<file path="config.mk">
export PLATFORM = sky130hd
export DESIGN_NAME = sgmii_mgmt_top
export DESIGN_NICKNAME = d
export VERILOG_FILES = /design/src/verilog/sgmii_apb_pkg.sv /design/src/verilog/sgmii_reg_pkg.sv /design/src/verilog/sgmii_apb_union.sv /design/src/verilog/sgmii_core_regs.sv /design/src/verilog/hsst_apb_bank.sv /design/src/verilog/sgmii_mgmt_top.sv
export SDC_FILE = /design/constraint.sdc
export NUM_CORES = 1
export LEC_CHECK = 0
export BUFFER_PORTS_ARGS = -buffer_cell sky130_fd_sc_hd__buf_2
export CAP_MARGIN = 20
export CORE_MARGIN = 3
export CORE_UTILIZATION = 60
export CTS_CLUSTER_DIAMETER = 40
export DETAILED_ROUTE_END_ITERATION = 8
export PLACE_DENSITY_LB_ADDON = 0.12
export RECOVER_POWER = 25
export SETUP_SLACK_MARGIN = 0.3
export SYNTH_ARGS = -nofsm -noshare
export SYNTH_HDL_FRONTEND = slang
export SYNTH_SLANG_ARGS = --single-unit
</file>
<file path="constraint.sdc">
create_clock -name pclk -period 7.65 [get_ports pclk]
set_clock_uncertainty 0.05 [all_clocks]
set_input_delay 1.9125 -clock pclk [delete_from_list [all_inputs] [get_ports pclk]]
set_output_delay 1.9125 -clock pclk [all_outputs]
set_load 0.1 [all_outputs]
</file>
<file path="src/verilog/sgmii_apb_pkg.sv">
package sgmii_apb_pkg;

  // --------------------
  // Field widths
  // --------------------
  localparam int paddr_w     = 19;
  localparam int pdata_w     = 32;
  localparam int core_idx_w  = 5;
  localparam int core_data_w = 16;
  localparam int hsst_addr_w = 16;
  localparam int hsst_data_w = 8;

  // Address bit that steers an access to the SGMII core
  localparam int core_sel_bit = 18;

  // Access direction, taken straight from pwrite
  typedef enum logic
  {
    op_read  = 1'b0,
    op_write = 1'b1
  } apb_op_e;

  // --------------------
  // Request structs
  // --------------------
  typedef struct packed
  {
    logic [paddr_w-1:0] paddr;
    logic               pwrite;
    logic               psel;
    logic               penable;
    logic [pdata_w-1:0] pwdata;
  } apb_req_t;

  typedef struct packed
  {
    logic [core_idx_w-1:0]  index;
    logic                   write;
    logic                   sel;
    logic                   enable;
    logic [core_data_w-1:0] wdata;
  } core_req_t;

  // Serdes side uses the full byte index, the bank folds it down
  typedef struct packed
  {
    logic [hsst_addr_w-1:0] addr;
    logic                   write;
    logic                   sel;
    logic                   enable;
    logic [hsst_data_w-1:0] wdata;
  } hsst_req_t;

endpackage

</file>
<file path="src/verilog/sgmii_reg_pkg.sv">
package sgmii_reg_pkg;

  // --------------------
  // Core register map
  // --------------------
  typedef enum logic [4:0]
  {
    reg_control       = 5'd0,
    reg_status        = 5'd1,
    reg_id_hi         = 5'd2,
    reg_id_lo         = 5'd3,
    reg_advert        = 5'd4,
    reg_scratch_first = 5'd5,
    reg_scratch_last  = 5'd15
  } core_reg_e;

  localparam int scratch_words = int'(reg_scratch_last) - int'(reg_scratch_first) + 1;

  // Identifier words, read only
  localparam logic [15:0] core_id_hi = 16'h5347;
  localparam logic [15:0] core_id_lo = 16'h0110;

  // Bit positions inside control and status
  localparam int control_soft_rst_bit = 15;
  localparam int status_link_bit      = 2;
  localparam int status_an_bit        = 5;

  // --------------------
  // Serdes register bank
  // --------------------
  // Only 64 bytes are modelled, higher indexes alias
  localparam int hsst_bank_bytes = 64;
  localparam int hsst_idx_w      = 6;

  typedef enum logic [1:0]
  {
    st_idle = 2'd0,
    st_wait = 2'd1,
    st_done = 2'd2
  } hsst_state_e;

endpackage

</file>
<file path="src/verilog/sgmii_apb_union.sv">
`timescale 1ns/1ps

module sgmii_apb_union #(
  parameter bit management_interface = 1'b0
)(
  input  logic                                  pclk,
  input  logic                                  rst_n,
  input  sgmii_apb_pkg::apb_req_t               apb_req,
  output logic [sgmii_apb_pkg::pdata_w-1:0]     prdata,
  output logic                                  pready,
  output sgmii_apb_pkg::core_req_t              core_req,
  input  logic [sgmii_apb_pkg::core_data_w-1:0] core_prdata,
  output sgmii_apb_pkg::hsst_req_t              hsst_req,
  input  logic [sgmii_apb_pkg::hsst_data_w-1:0] hsst_rdata,
  input  logic                                  hsst_ready
);

  logic                   core_sel;
  logic                   core_access;
  logic                   core_ready;
  logic [2:0]             enable_cnt;
  sgmii_apb_pkg::apb_op_e op;

  // Core path is absent when it is managed over MDIO
  assign core_sel    = !management_interface && apb_req.paddr[sgmii_apb_pkg::core_sel_bit];
  assign core_access = core_sel && apb_req.psel && apb_req.penable;
  assign op          = sgmii_apb_pkg::apb_op_e'(apb_req.pwrite);

  // --------------------
  // Request steering
  // --------------------
  always_comb
  begin
    core_req = '0;
    hsst_req = '0;
    if (core_sel)
    begin
      // Word index in paddr[6:2]
      core_req.index  = apb_req.paddr[6:2];
      core_req.write  = apb_req.pwrite;
      core_req.sel    = apb_req.psel;
      core_req.enable = apb_req.penable;
      core_req.wdata  = apb_req.pwdata[sgmii_apb_pkg::core_data_w-1:0];
    end
    else
    begin
      // Byte index in paddr[17:2]
      hsst_req.addr   = apb_req.paddr[17:2];
      hsst_req.write  = apb_req.pwrite;
      hsst_req.sel    = apb_req.psel;
      hsst_req.enable = apb_req.penable;
      hsst_req.wdata  = apb_req.pwdata[sgmii_apb_pkg::hsst_data_w-1:0];
    end
  end

  // --------------------
  // Core ready
  // --------------------
  // Counts cycles with penable high on a core access, saturating
  always_ff @(posedge pclk or negedge rst_n)
  begin
    if (!rst_n)
      enable_cnt <= '0;
    else if (!core_access)
      enable_cnt <= '0;
    else if (enable_cnt != 3'd7)
      enable_cnt <= enable_cnt + 3'd1;
  end

  // Writes complete at once, reads wait for the count to reach 2
  always_ff @(posedge pclk or negedge rst_n)
  begin
    if (!rst_n)
      core_ready <= 1'b0;
    else if (core_ready)
      core_ready <= 1'b0;
    else if (core_access)
      core_ready <= (op == sgmii_apb_pkg::op_write) || (enable_cnt == 3'd2);
    else
      core_ready <= 1'b0;
  end

  // --------------------
  // Result merge
  // --------------------
  assign prdata = core_sel ? {16'b0, core_prdata} : {24'b0, hsst_rdata};
  assign pready = core_sel ? core_ready : hsst_ready;

endmodule

</file>
<file path="src/verilog/sgmii_core_regs.sv">
`timescale 1ns/1ps

module sgmii_core_regs #(
  parameter bit management_interface = 1'b0
)(
  input  logic                                  pclk,
  input  logic                                  rst_n,
  input  sgmii_apb_pkg::core_req_t              core_req,
  input  logic                                  link_up,
  input  logic                                  an_complete,
  output logic [sgmii_apb_pkg::core_data_w-1:0] core_prdata
);

  sgmii_reg_pkg::core_reg_e reg_sel;
  logic [15:0]              control_q;
  logic [15:0]              advert_q;
  logic [15:0]              scratch_q [sgmii_reg_pkg::scratch_words];
  logic [15:0]              status;
  logic                     wr_en;
  logic                     soft_rst;
  logic                     in_scratch;
  logic [3:0]               scratch_idx;

  assign reg_sel = sgmii_reg_pkg::core_reg_e'(core_req.index);

  // Contents are frozen when the core is managed elsewhere
  assign wr_en = !management_interface && core_req.sel && core_req.enable && core_req.write;

  assign soft_rst = wr_en && (reg_sel == sgmii_reg_pkg::reg_control) &&
                    core_req.wdata[sgmii_reg_pkg::control_soft_rst_bit];

  assign in_scratch  = (core_req.index >= sgmii_reg_pkg::reg_scratch_first) &&
                       (core_req.index <= sgmii_reg_pkg::reg_scratch_last);
  assign scratch_idx = 4'(core_req.index - sgmii_reg_pkg::reg_scratch_first);

  // --------------------
  // Writable registers
  // --------------------
  always_ff @(posedge pclk or negedge rst_n)
  begin
    if (!rst_n)
    begin
      control_q <= '0;
      advert_q  <= '0;
      for (int i = 0; i < sgmii_reg_pkg::scratch_words; i++)
        scratch_q[i] <= '0;
    end
    else if (soft_rst)
    begin
      // Soft reset wins over the write itself, so bit 15 reads back 0
      control_q <= '0;
      advert_q  <= '0;
      for (int i = 0; i < sgmii_reg_pkg::scratch_words; i++)
        scratch_q[i] <= '0;
    end
    else if (wr_en)
    begin
      if (reg_sel == sgmii_reg_pkg::reg_control)
        control_q <= core_req.wdata;
      else if (reg_sel == sgmii_reg_pkg::reg_advert)
        advert_q <= core_req.wdata;
      else if (in_scratch)
        scratch_q[scratch_idx] <= core_req.wdata;
    end
  end

  // Status shows the link levels directly
  always_comb
  begin
    status = '0;
    status[sgmii_reg_pkg::status_link_bit] = link_up;
    status[sgmii_reg_pkg::status_an_bit]   = an_complete;
  end

  // --------------------
  // Read mux
  // --------------------
  always_comb
  begin
    core_prdata = '0;
    if (in_scratch)
      core_prdata = scratch_q[scratch_idx];
    else
    begin
      case (reg_sel)
        sgmii_reg_pkg::reg_control: core_prdata = control_q;
        sgmii_reg_pkg::reg_status:  core_prdata = status;
        sgmii_reg_pkg::reg_id_hi:   core_prdata = sgmii_reg_pkg::core_id_hi;
        sgmii_reg_pkg::reg_id_lo:   core_prdata = sgmii_reg_pkg::core_id_lo;
        sgmii_reg_pkg::reg_advert:  core_prdata = advert_q;
        // Indexes 16 to 31 are unmapped
        default:                    core_prdata = '0;
      endcase
    end
  end

endmodule

</file>
<file path="src/verilog/hsst_apb_bank.sv">
`timescale 1ns/1ps

module hsst_apb_bank #(
  parameter int hsst_wait_cycles = 2
)(
  input  logic                                  pclk,
  input  logic                                  rst_n,
  input  sgmii_apb_pkg::hsst_req_t              hsst_req,
  output logic [sgmii_apb_pkg::hsst_data_w-1:0] hsst_rdata,
  output logic                                  hsst_ready
);

  // Last count value spent in st_wait
  localparam logic [2:0] wait_last = 3'(hsst_wait_cycles - 1);

  sgmii_reg_pkg::hsst_state_e             state;
  logic [2:0]                             wait_cnt;
  logic [sgmii_apb_pkg::hsst_data_w-1:0]  mem [sgmii_reg_pkg::hsst_bank_bytes];
  logic [sgmii_reg_pkg::hsst_idx_w-1:0]   byte_idx;
  logic                                   access;

  // Upper index bits are ignored, so the bank repeats every 64 bytes
  assign byte_idx = hsst_req.addr[sgmii_reg_pkg::hsst_idx_w-1:0];
  assign access   = hsst_req.sel && hsst_req.enable;

  // --------------------
  // Wait state FSM
  // --------------------
  always_ff @(posedge pclk or negedge rst_n)
  begin
    if (!rst_n)
    begin
      state      <= sgmii_reg_pkg::st_idle;
      wait_cnt   <= '0;
      hsst_ready <= 1'b0;
    end
    else
    begin
      hsst_ready <= 1'b0;
      case (state)
        sgmii_reg_pkg::st_idle:
        begin
          wait_cnt <= '0;
          if (access)
          begin
            if (hsst_wait_cycles == 0)
            begin
              state      <= sgmii_reg_pkg::st_done;
              hsst_ready <= 1'b1;
            end
            else
              state <= sgmii_reg_pkg::st_wait;
          end
        end
        sgmii_reg_pkg::st_wait:
        begin
          if (wait_cnt == wait_last)
          begin
            state      <= sgmii_reg_pkg::st_done;
            hsst_ready <= 1'b1;
          end
          else
            wait_cnt <= wait_cnt + 3'd1;
        end
        // Ready is high for this one cycle only
        sgmii_reg_pkg::st_done: state <= sgmii_reg_pkg::st_idle;
        default:                state <= sgmii_reg_pkg::st_idle;
      endcase
    end
  end

  // --------------------
  // Byte array
  // --------------------
  // Write commits at the edge that ends st_done
  always_ff @(posedge pclk or negedge rst_n)
  begin
    if (!rst_n)
    begin
      for (int i = 0; i < sgmii_reg_pkg::hsst_bank_bytes; i++)
        mem[i] <= '0;
    end
    else if (state == sgmii_reg_pkg::st_done && hsst_req.sel && hsst_req.write)
      mem[byte_idx] <= hsst_req.wdata;
  end

  assign hsst_rdata = mem[byte_idx];

endmodule

</file>
<file path="src/verilog/sgmii_mgmt_top.sv">
`timescale 1ns/1ps

module sgmii_mgmt_top #(
  parameter bit management_interface = 1'b0,
  parameter int hsst_wait_cycles     = 2
)(
  input  logic                              pclk,
  input  logic                              rst_n,
  input  sgmii_apb_pkg::apb_req_t           apb_req,
  output logic [sgmii_apb_pkg::pdata_w-1:0] prdata,
  output logic                              pready,
  input  logic                              link_up,
  input  logic                              an_complete
);

  sgmii_apb_pkg::core_req_t              core_req;
  logic [sgmii_apb_pkg::core_data_w-1:0] core_prdata;
  sgmii_apb_pkg::hsst_req_t              hsst_req;
  logic [sgmii_apb_pkg::hsst_data_w-1:0] hsst_rdata;
  logic                                  hsst_ready;

  // Decode and result merge
  sgmii_apb_union #(
    .management_interface (management_interface)
  ) i_union (
    .pclk        (pclk),
    .rst_n       (rst_n),
    .apb_req     (apb_req),
    .prdata      (prdata),
    .pready      (pready),
    .core_req    (core_req),
    .core_prdata (core_prdata),
    .hsst_req    (hsst_req),
    .hsst_rdata  (hsst_rdata),
    .hsst_ready  (hsst_ready)
  );

  sgmii_core_regs #(
    .management_interface (management_interface)
  ) i_core_regs (
    .pclk        (pclk),
    .rst_n       (rst_n),
    .core_req    (core_req),
    .link_up     (link_up),
    .an_complete (an_complete),
    .core_prdata (core_prdata)
  );

  hsst_apb_bank #(
    .hsst_wait_cycles (hsst_wait_cycles)
  ) i_hsst_bank (
    .pclk       (pclk),
    .rst_n      (rst_n),
    .hsst_req   (hsst_req),
    .hsst_rdata (hsst_rdata),
    .hsst_ready (hsst_ready)
  );

endmodule

</file>
### Word level (Yosys, flattened, before mapping)

Index checks and enable logic that the tools add are counted.

| word-level totals | value |
|---|---|
| bits in registers | 730 |
| output and inout port bits | 33 |
| logic and storage cells | 174 |
| bits of input ports | 58 |

| operators by class | value |
|---|---|
| multiplexer cells | 41 |
| eq/ne operators | 15 |
| order comparisons | 6 |
| bitwise operators | 2 |
| reduce and logical (&&, ||, !) cells | 25 |
| add/sub/neg operators | 3 |

Operators with widths:

| kind | number |
|---|---|
| 176-bit 2-to-1 mux | 5 |
| 512-bit bitwise mux | 1 |
| 16-bit 2-to-1 mux | 12 |
| 176-bit bitwise mux | 1 |
| 16-bit one-hot mux with 5 select lines | 1 |
| 16-bit binary-select mux with 4-bit select | 1 |
| 16-bit demux with 4-bit select | 1 |
| 8-bit binary-select mux with 6-bit select | 1 |
| 8-bit demux with 6-bit select | 1 |
| 24-bit 2-to-1 mux | 1 |
| 8-bit 2-to-1 mux | 3 |
| 17-bit 2-to-1 mux | 1 |
| 1-bit logical AND | 12 |
| 5-bit by 2-bit equality test with 1-bit output, second input constant | 2 |
| 2-bit nonzero test | 5 |
| 3-bit 2-to-1 mux | 3 |
| 2-bit by 1-bit != test with 1-bit output, second input constant | 4 |
| 7-bit greater-or-equal comparator, second input constant | 1 |
| 7-bit by 1-bit less-than comparator with 1-bit output, second input constant | 1 |
| 6-bit NOT with 7-bit output | 1 |
| 3-bit by 1-bit adder with 3-bit output, second input constant | 2 |
| 3-bit one-hot mux with 2 select lines | 1 |
| 2-bit AND reduction | 3 |
| 5-bit by 1-bit equality test with 1-bit output, second input constant | 1 |
| other kinds (21) | 27 |

### Depth between registers and ports, before layout

Gate-level depths: netlist of the first run.

| depth | value |
|---|---|
| depth after elaboration | 13 |
| gate-level depth with buffers | 17 |
| mapped depth without buffers | 9 |

### Modules after synthesis

Synthesis of the first run repeated with hierarchy kept, for this count alone.

| second synthesis, totals | value |
|---|---|
| cell total of the unflattened synthesis | 2911 |
| area total of the unflattened synthesis | 34605.7 µm² |

Modules (own cells, without submodules):

| module | sequential area each (µm²) | times used | area each (µm²) | cells an instance |
|---|---|---|---|---|
| hsst_apb_bank | 12962.4 | 1 | 23856.6 | 1808 |
| sgmii_core_regs | 5205.0 | 1 | 9875.7 | 992 |
| sgmii_apb_union | 100.1 | 1 | 873.3 | 111 |

### Least setup slack after synthesis of the first run

Ideal clock, no wire load.

| timing path | value |
|---|---|
| kind | input to output |
| from | input port apb_req[53] (netlist name) |
| to | output port prdata[6] (netlist name) |
| data required time | 5.688 ns |
| stages on the path | 16 |
| setup slack | -1.817 ns |
| arrival | 7.504 ns |
| buffers on the path | 9 |
| path through | buf_4 buf_2 buf_2 clkbuf_1 buf_2 buf_2 nand2_1 ha_1 buf_2 buf_1 clkbuf_1 nand2_1 o22ai_1 a221o_1 a21oi_1 nor4_1 |

| on the way | value |
|---|---|
| longest elaborated chain between the ends | 8 |
| elaborated cells on any way between the ends | 22 |
| classes of those cells | add/sub (1); order compare (2); eq/ne (4); mux (11); bitwise (2); reduce/logical (2) |

RTL lines:

| item | RTL line | source |
|---|---|---|
| start: declaration | sgmii_mgmt_top.sv:9 | `input sgmii_apb_pkg::apb_req_t apb_req,` |
| 24-bit 2-to-1 mux | sgmii_apb_union.sv:36 | `if (core_sel)` |
| 4-bit by 3-bit subtractor with 4-bit output | sgmii_core_regs.sv:34 | `assign scratch_idx = 4'(core_req.index - sgmii_reg_pkg::reg_scratch_first);` |
| 4-bit NOT with 5-bit output (implied by the code) | sgmii_core_regs.sv:82 | `core_prdata = scratch_q[scratch_idx];` |
| 16-bit binary-select mux with 4-bit select | sgmii_core_regs.sv:82 |  |
| 16-bit 2-to-1 mux (implied by the code) (2 in series) | sgmii_core_regs.sv:82 |  |
| 16-bit 2-to-1 mux | sgmii_core_regs.sv:81 | `if (in_scratch)` |
| 16-bit 2-to-1 mux (*) | sgmii_apb_union.sv:86 | `assign prdata = core_sel ? {16'b0, core_prdata} : {24'b0, hsst_rdata};` |
| end: declaration | sgmii_mgmt_top.sv:10 | `output logic [sgmii_apb_pkg::pdata_w-1:0] prdata,` |

Mark *: on every way between the ends. The rest lies on a longest branch, timed or not. The select of a mux whose other input is x is not followed.

### Worst setup path in the final report of the first run

| timing path | value |
|---|---|
| from | input port apb_req[38] (netlist name) |
| to | output port prdata[0] (netlist name) |

Same word-level chain as after synthesis.

==> metrics list, run 1 <==
* Signed area change from the synthesized netlist to the final layout: 15.9%
* Final setup violating endpoints: 0
- Count of clock tree sinks: 730
- Leakage component of the power: about 17 nW
- Reg power frac: around two fifths
* Synth Cell Area: ~0.034 mm^2
* Post-CTS setup buffer count: 0
* Worst Setup End Kind: primary output
- Across all setup checks in the final design, the least slack found is 0.362 ns.
* Area share of the leading cell type in the synthesized netlist: a little over half
- Half-perimeter wire length after placement: 71.9 mm
- Entering global routing, the biggest net connects ~160 pins.
- CP startpoint: apb_req[38]
- Startpoint of the most critical hold path: i_union.core_ready
- Total wirelength of the detailed-routed design: approximately 110 mm
- Clock transition at path regs: roughly 0.060 ns
* Wire per inst: about 27 um
- Global-route congestion overflow total: 0
* Synth async-reset ratio: 100%
* Antenna violations before repair: 3
* Worst rel slew slack: -276%
- For this block, the initial DRC count from the detailed router was 3509.
- In this run the remaining antenna-violating nets after routing total 0.
- The later pin in the worst-skew pair is clocked with a latency of 0.64 ns.
- Critical path fanouts, max: 31
- Post-placement setup slack: about 0.53 ns
- Combinational cells account for ~8.0% of the total power.
* Vert. Die Dim: 243 um
- Reg2Reg Depth: 4
* Total I/O pin count: 91
- Main area contributors after synthesis: sky130_fd_sc_hd__dfrtp_1 (54%), sky130_fd_sc_hd__o21ai_0 (7.8%), sky130_fd_sc_hd__nand2_1 (7.4%)
* Cell type with the highest aggregate area in the netlist: sky130_fd_sc_hd__dfrtp_1
* DIE WIDTH: between 200 and 250 um
- For this run, the number of Yosys warnings is 0.
- Gates resized, CTS repair: 0
* Die area: 0.0590 mm^2
- Among all flip-flop cells after synthesis, the most frequent one is sky130_fd_sc_hd__dfrtp_1.
- Core footprint: roughly 0.055 mm^2
* Clock H-tree levels: 3
- For the pin with the worst max-slew slack, the measured transition is ~5.6 ns.
- The final number of hold-violating endpoints came to 0.
- Of the total power, the share spent switching nets is 25.4%.
- Failing checks: max-capacitance violations, max-slew violations
- Count of input and output buffers: 46
- The top cell types in the final layout, fill and taps aside, are sky130_fd_sc_hd__dfrtp_1 (730), sky130_fd_sc_hd__nand2_1 (655), sky130_fd_sc_hd__o21ai_0 (523).
- The layout has a little over 4000 filler cells.
- In the final design database the tool counted approximately 3400 nets.
- Vias in the first global route: 27835
- Registers take ~0.018 mm^2.
* Sequential share of the synthesized area: a little over half
* Number of vias in the routed layout: approximately 28000
- Routability cong.: around 0.93
- After detailed routing, the number of remaining DRC violations is 0.
* Power spent charging and discharging nets: 0.00252 W
- For the finished layout, the period the worst path requires is around 7.3 ns.
* Row cnt: 86
* Share of cells above drive strength 1: 17.7%
- The first global-routing pass estimated ~170 mm of wire.
- Setup repair after global routing left no endpoint under its margin.
- Yosys mapped a number of flops with a built-in enable equal to 0.
- The cell count after synthesis came out at ~3300.
- Initial Utilization: around three fifths
- The longest clock path from root to sink contains 3 buffers.
- Number of CTS-inserted buffers: 107
- Critical Path Start Type: input pin
- Across all register-to-register paths, the minimum setup slack is approximately 4.4 ns.
- Portion of total power attributed to the clock network: 52.2%
* Reg2reg end: i_hsst_bank.mem[472]
- Setup total negative slack on the finished layout was measured at 0 ns.
* Result of the run: finished, violations left
- In this run the worst hold path is classified as flop to flop.
- Max Cap Viol: 1
- Endpoint required time on the critical path: roughly 5.7 ns
- Distinct cell type count of the synthesized netlist: 90
* Int Pwr: about 0.0074 W
- TritonCTS built the clock tree.
- The library cell used most frequently in the layout, excluding fill and tap cells, is sky130_fd_sc_hd__dfrtp_1.
* Aggregate global-route resource usage: between 30% and 40%
- Flip-flop and latch count after synthesis: 730
- Before antenna repair, the detailed router went through 6 iterations.
- For this run, the top clock speed supported by timing is 137 MHz.
- Post-DR vias/cell: ~6.8
- Synth Area per Inst: roughly 10 um^2
- At the worst endpoint, the arrival time is around 5.3 ns.
* Endpoint of the most critical setup path: prdata[0]
- In the final layout, the multi-input gates occupy roughly 0.014 mm^2.
* Worst reg2reg path startpoint: i_hsst_bank.state[0]
* Root buffer cell: sky130_fd_sc_hd__clkbuf_16
- The setup path with the least slack is of type input pin to primary output.
- In the finished design, the share of the clock period the worst path needs comes to between 90% and 100%.
* Worst-case vdd ir drop: 0.180 mV
- CTS Hold Bufs: 0
- P per Cell Area: approximately 250 mW/mm^2
- Number of pins with negative max-slew slack in the final report: 97
==> Yosys cell counts (all sizes together), types with 17 or more instances <==
cell type / n
dfrtp: 730
nand2: 665
o21ai: 650
clkbuf: 188
mux2: 132
buf: 117
nand3: 104
mux2i: 89
a22oi: 71
nor2: 67
a21oi: 52
a221oi: 41
a22o: 40
mux4: 38
o22ai: 30
nor2b: 29
a211oi: 20
nor3: 20
a31oi: 19
nand2b: 17
==> power by group through the flow <==
stage	logic, W	registers [W]	clock network, W
floorplan	0.000423	0.00401	0
global placement	0.000743	0.00401	0
detailed placement	0.000761	0.00401	0
CTS	0.000765	0.00395	0.00520
global route	0.000824	0.00395	0.00539
finish	0.000792	0.00395	0.00518
==> critical path: stages <==
cell and delay (ns):
sky130_fd_sc_hd__buf_4 0.49, sky130_fd_sc_hd__nand2_1 0.26, sky130_fd_sc_hd__ha_1 0.35, sky130_fd_sc_hd__and2_1 0.19, sky130_fd_sc_hd__or2_1 0.41, sky130_fd_sc_hd__a221oi_1 0.49, sky130_fd_sc_hd__a221oi_1 0.27, sky130_fd_sc_hd__or4b_1 0.66
sky130_fd_sc_hd__buf_12 0.23
==> worst min path at each step <==
stage,cells after the start,end,slack [ns]
after global routing,1,i_union.core_ready,0.41
after CTS,1,i_union.core_ready,0.40
after floorplan,1,i_union.core_ready,0.36
after global placement,1,i_union.core_ready,0.38
after detailed placement,1,i_union.core_ready,0.38
final,1,i_union.core_ready,0.39
==> stage by stage <==
step	hold WS, ns	instances	utilization, %	instance area [um^2]	power [W]
3_5_place_dp	0.383	3958	63.3	35000	0.00478
2_1_floorplan	0.356	3345	-	33900	0.00443
3_3_place_gp	0.378	3953	63.2	35000	0.00475
6_report	0.394	4167	70.5	39000	0.00993
5_1_grt	0.406	4164	70.5	39000	0.0102
4_1_cts	0.399	4154	70.3	38900	0.00991
==> flip-flops by register name (all words and copies together) (netlist names) <==
name,count
i_hsst_bank.hsst_ready,1
i_hsst_bank.state,2
i_union.core_ready,1
i_core_regs.control_q,16
i_union.enable_cnt,3
i_core_regs.scratch_q,176
i_hsst_bank.wait_cnt,3
i_hsst_bank.mem,512
i_core_regs.advert_q,16
==> routing by layer <==
layer	wire, um	GRT usage, %	part of all wire, %	vias up
met5	170	1.88	0.15	-
met4	6330	19.0	5.6	4
met3	13500	11.8	12	413
met2	49200	56.0	44	1726
met1	43900	52.2	39	14064
li1	-	-	-	11931
==> logic make-up after synthesis <==
group / share of synthesized area [%]
compound gates: 18.9
simple gates: 12.5
flops: 54.3
buf+inv: 4.30
mux: 9.60
fa+ha+maj: 0.372
xor+xnor: 0.0520
other cells: 0.0111
==> cell type report <==
type	count	area share [%]
timing repair buffer	180	4.43
clock buffer	129	7.60
antenna	3	0.0192
tap	748	2.40
clock inverter	67	2.22
inverter	16	0.154
sequential	730	46.8
multi-input combinational	2294	36.4
Note: power is estimated with default switching activity, not from simulation.
==> inputs of run 2 (changes only) <==
--- a/config.mk
+++ b/config.mk
@@ -12,7 +12,6 @@
 export CTS_CLUSTER_DIAMETER = 40
 export DETAILED_ROUTE_END_ITERATION = 8
 export PLACE_DENSITY_LB_ADDON = 0.12
-export RECOVER_POWER = 25
 export SETUP_SLACK_MARGIN = 0.3
 export SYNTH_ARGS = -nofsm -noshare
 export SYNTH_HDL_FRONTEND = slang
==> constraint.sdc (replaced) <==
create_clock -name pclk -period 7.8 [get_ports pclk]
set_clock_uncertainty 0.05 [all_clocks]
set_input_delay 1.95 -clock pclk [delete_from_list [all_inputs] [get_ports pclk]]
set_output_delay 1.95 -clock pclk [all_outputs]
set_load 0.005 [all_outputs]
==> run 2 against run 1 <==
The run now ends clean. Largest power group unchanged. Hold slack improved by 0.018 ns. Combinational power down 19%. Critical endpoint is now prdata[7]. Critical path type unchanged. Global-route usage shrank 0.77 points. Die area unchanged. Clock power fell by 6.6%. Register-to-register slack hardly changed.
==> metrics list, run 2 (synthesis gave the netlist of run 1 again) <==
- Compared with the post-synthesis result, the final layout area differs by 13.3%.
* Registers with the most flip-flops: i_hsst_bank.mem: 512 flops, i_core_regs.scratch_q: 176 flops
- Gates resized, CTS repair: 0
* Period Utilization, post-route: around 94%
* Endpoint required time on the critical path: about 5.8 ns
- Max-cap violations in this run came to 0.
- Leading cell type in the layout, fill and taps excluded: sky130_fd_sc_hd__dfrtp_1
- CP startpoint: apb_req[37]
- The total overflow left after global routing is 0.
* Setup repair after global routing missed its margin: false
- Timing would allow up to around 140 MHz.
* Arrival @ worst endpoint: between 5 and 6 ns
- In the final routed layout, each cell accounts on average for around 27 um.
- The H-tree generated during clock tree synthesis spans 3 levels.
- Hold_ws: about 0.4 ns
- Before CTS, the worst setup slack after placement is around 0.66 ns.
* Number of vias in the routed layout: 27629
- Uppermost signal routing layer after detailed routing: met5
* Die area: 0.0590 mm^2
- The first detailed-routing pass ran for 6 iterations.
- The floorplan step set the die height to roughly 240 um.
* Post-DR vias/cell: 6.69
- The clock passes through at most 3 buffers.
* Post-CTS setup buffer count: 0
- Including well taps, the total number of placed cells is approximately 3900.
- Initial Utilization: between 60% and 70%
- Fin worst setup slack: 0.462 ns
- Overall power consumption after layout is estimated at 0.00935 W.
- After the flow finishes, the layout carries non-filler instances totaling between 4000 and 5000.
- Wire length on met3: ~15 mm
* Worst rel slew slack: 17.6%
- After clock tree synthesis, the clock-pin slew on the worst setup and hold paths is around 0.060 ns.
- More flip-flops sit in one register than any other, and that register is i_hsst_bank.mem.
- The via count of the first global-routing pass came to 26695.
- After floorplanning, the core was sized to cover between 0.05 and 0.06 mm^2.
- The congestion estimate from routability-driven global placement came to between 0.9 and 1.
- Result of the run: finished clean
- Following the worst setup path forward leads to its endpoint at prdata[7].
* Detailed-route wire length on metal 1: between 40 and 50 mm
* CTS tree: yes
* Reg2Reg Depth: 4
* Transition at the pin with the smallest max-transition slack: around 1.2 ns
* Commonest cells after routing, fill and taps aside: sky130_fd_sc_hd__dfrtp_1 (730), sky130_fd_sc_hd__nand2_1 (655), sky130_fd_sc_hd__o21ai_0 (523)
* Hold Path Depth: 1
- Area taken by multi-input logic gates: 0.0140 mm^2
- Critical Path Start Type: input pin
- The count of nets left with antenna violations once routing finished came out at 0.
- DIE WIDTH: 243 um
- Count of clock tree sinks: 730
- Total I/O pin count: 91
- The number of pins with negative max-slew slack in the final report came to 0.
* Root buffer cell: sky130_fd_sc_hd__clkbuf_16
- Entering global routing, the biggest net connects between 150 and 200 pins.
- In this run the worst hold path is classified as flop to flop.
- Total wirelength of the detailed-routed design: approximately 110 mm
- In this run the critical register-to-register path is launched from i_hsst_bank.state[0].
- P per Cell Area: 245 mW/mm^2
- NumNets Final: 3366
- The worst path needs about 7.3 ns of the cycle, external delays included.
- The first routing iteration left 3730 violations.
* Number of failing hold endpoints at the final stage: 0
- Of all nets on the critical path, the largest fanout is 31.
* Reg2reg end: i_hsst_bank.mem[474]
- In the detailed route, the total length drawn on met2 is 46.9 mm.
- Row cnt: 86
* Final setup violating endpoints: 0
- Fillcell total: approximately 4200
- Aggregate global-route resource usage: between 30% and 40%
- Max reg flops: approximately 510
- The number of clock buffers added by TritonCTS is 101.
* Startpoint-to-endpoint class of the critical path: input pin to primary output
- Hold repair after CTS inserted 0 buffers.
* First-pass GRT wire length: about 170 mm
* Antenna violations before repair: 2
- In this run the tool buffered the top-level ports with 46 buffer cells.
- Post-route setup TNS: 0 ns
- Registers take ~0.018 mm^2.
- Worst-case vdd ir drop: about 0.17 mV
- For this run, design rule violations remaining after detail routing come to 0.
* Share of cells above drive strength 1: between 10% and 20%
* Half-perimeter wire length after placement: between 70 and 80 mm
- The worst setup path is captured at a primary output.
- In this run the register-to-register setup slack is approximately 4.4 ns.
* Source-to-sink clock delay at the later pin of the worst-skew pair: approximately 0.67 ns
- In this run the static leakage power is between 15 and 20 nW.
==> run 2: metrics by stage <==
step	area [um^2]	utilization, %
after floorplan	33700	-
final	38200	69.0
after CTS	38000	68.7
after global routing	38200	69.0
after detailed placement	34400	62.3
after global placement	34400	62.2
==> run 2: layout make-up <==
class	instances	area share (%)
flip-flops and latches	730	47.9
inverters	16	0.157
well taps	748	2.45
repair buffers	155	3.35
clock buffers	125	7.26
clock inverters	61	2.08
multi-input cells	2294	36.8
diodes	1	0.00656
==> run 2: routing by layer <==
layer  GRT usage, %  up-vias
met3           10.7      361
met2           53.7     1772
li1               -    11842
met5          0.817        -
met1           54.1    13652
met4           15.8        2
==> run 2: report_power, final <==
group	switching (W)	leakage (nW)	internal (W)	total, W
clock network	0.00185	1.71	0.00299	0.00484
registers	0.0000342	10.2	0.00384	0.00387
logic	0.000475	4.94	0.000164	0.000639
total	0.00236	16.8	0.00699	0.00935
==> run 2: worst min-delay path by stage <==
stage | end | start | slack, ns
after floorplan | i_union.core_ready | i_union.core_ready | 0.36
after global placement | i_union.core_ready | i_union.core_ready | 0.37
after detailed placement | i_union.core_ready | i_union.core_ready | 0.40
after CTS | i_union.core_ready | i_union.core_ready | 0.42
after global routing | i_union.core_ready | i_union.core_ready | 0.43
final | i_union.core_ready | i_union.core_ready | 0.41
==> run 2: worst max-delay path, cell delays in order <==
cell and delay [ns]:
sky130_fd_sc_hd__buf_4 0.39, sky130_fd_sc_hd__and2_1 0.26, sky130_fd_sc_hd__inv_2 0.18, sky130_fd_sc_hd__ha_1 0.23, sky130_fd_sc_hd__buf_4 0.18, sky130_fd_sc_hd__inv_1 0.08
sky130_fd_sc_hd__nor2_1 0.09, sky130_fd_sc_hd__o41ai_1 0.73, sky130_fd_sc_hd__nor2_1 0.11, sky130_fd_sc_hd__o21ai_0 0.40, sky130_fd_sc_hd__o2111ai_1 0.44, sky130_fd_sc_hd__buf_2 0.28
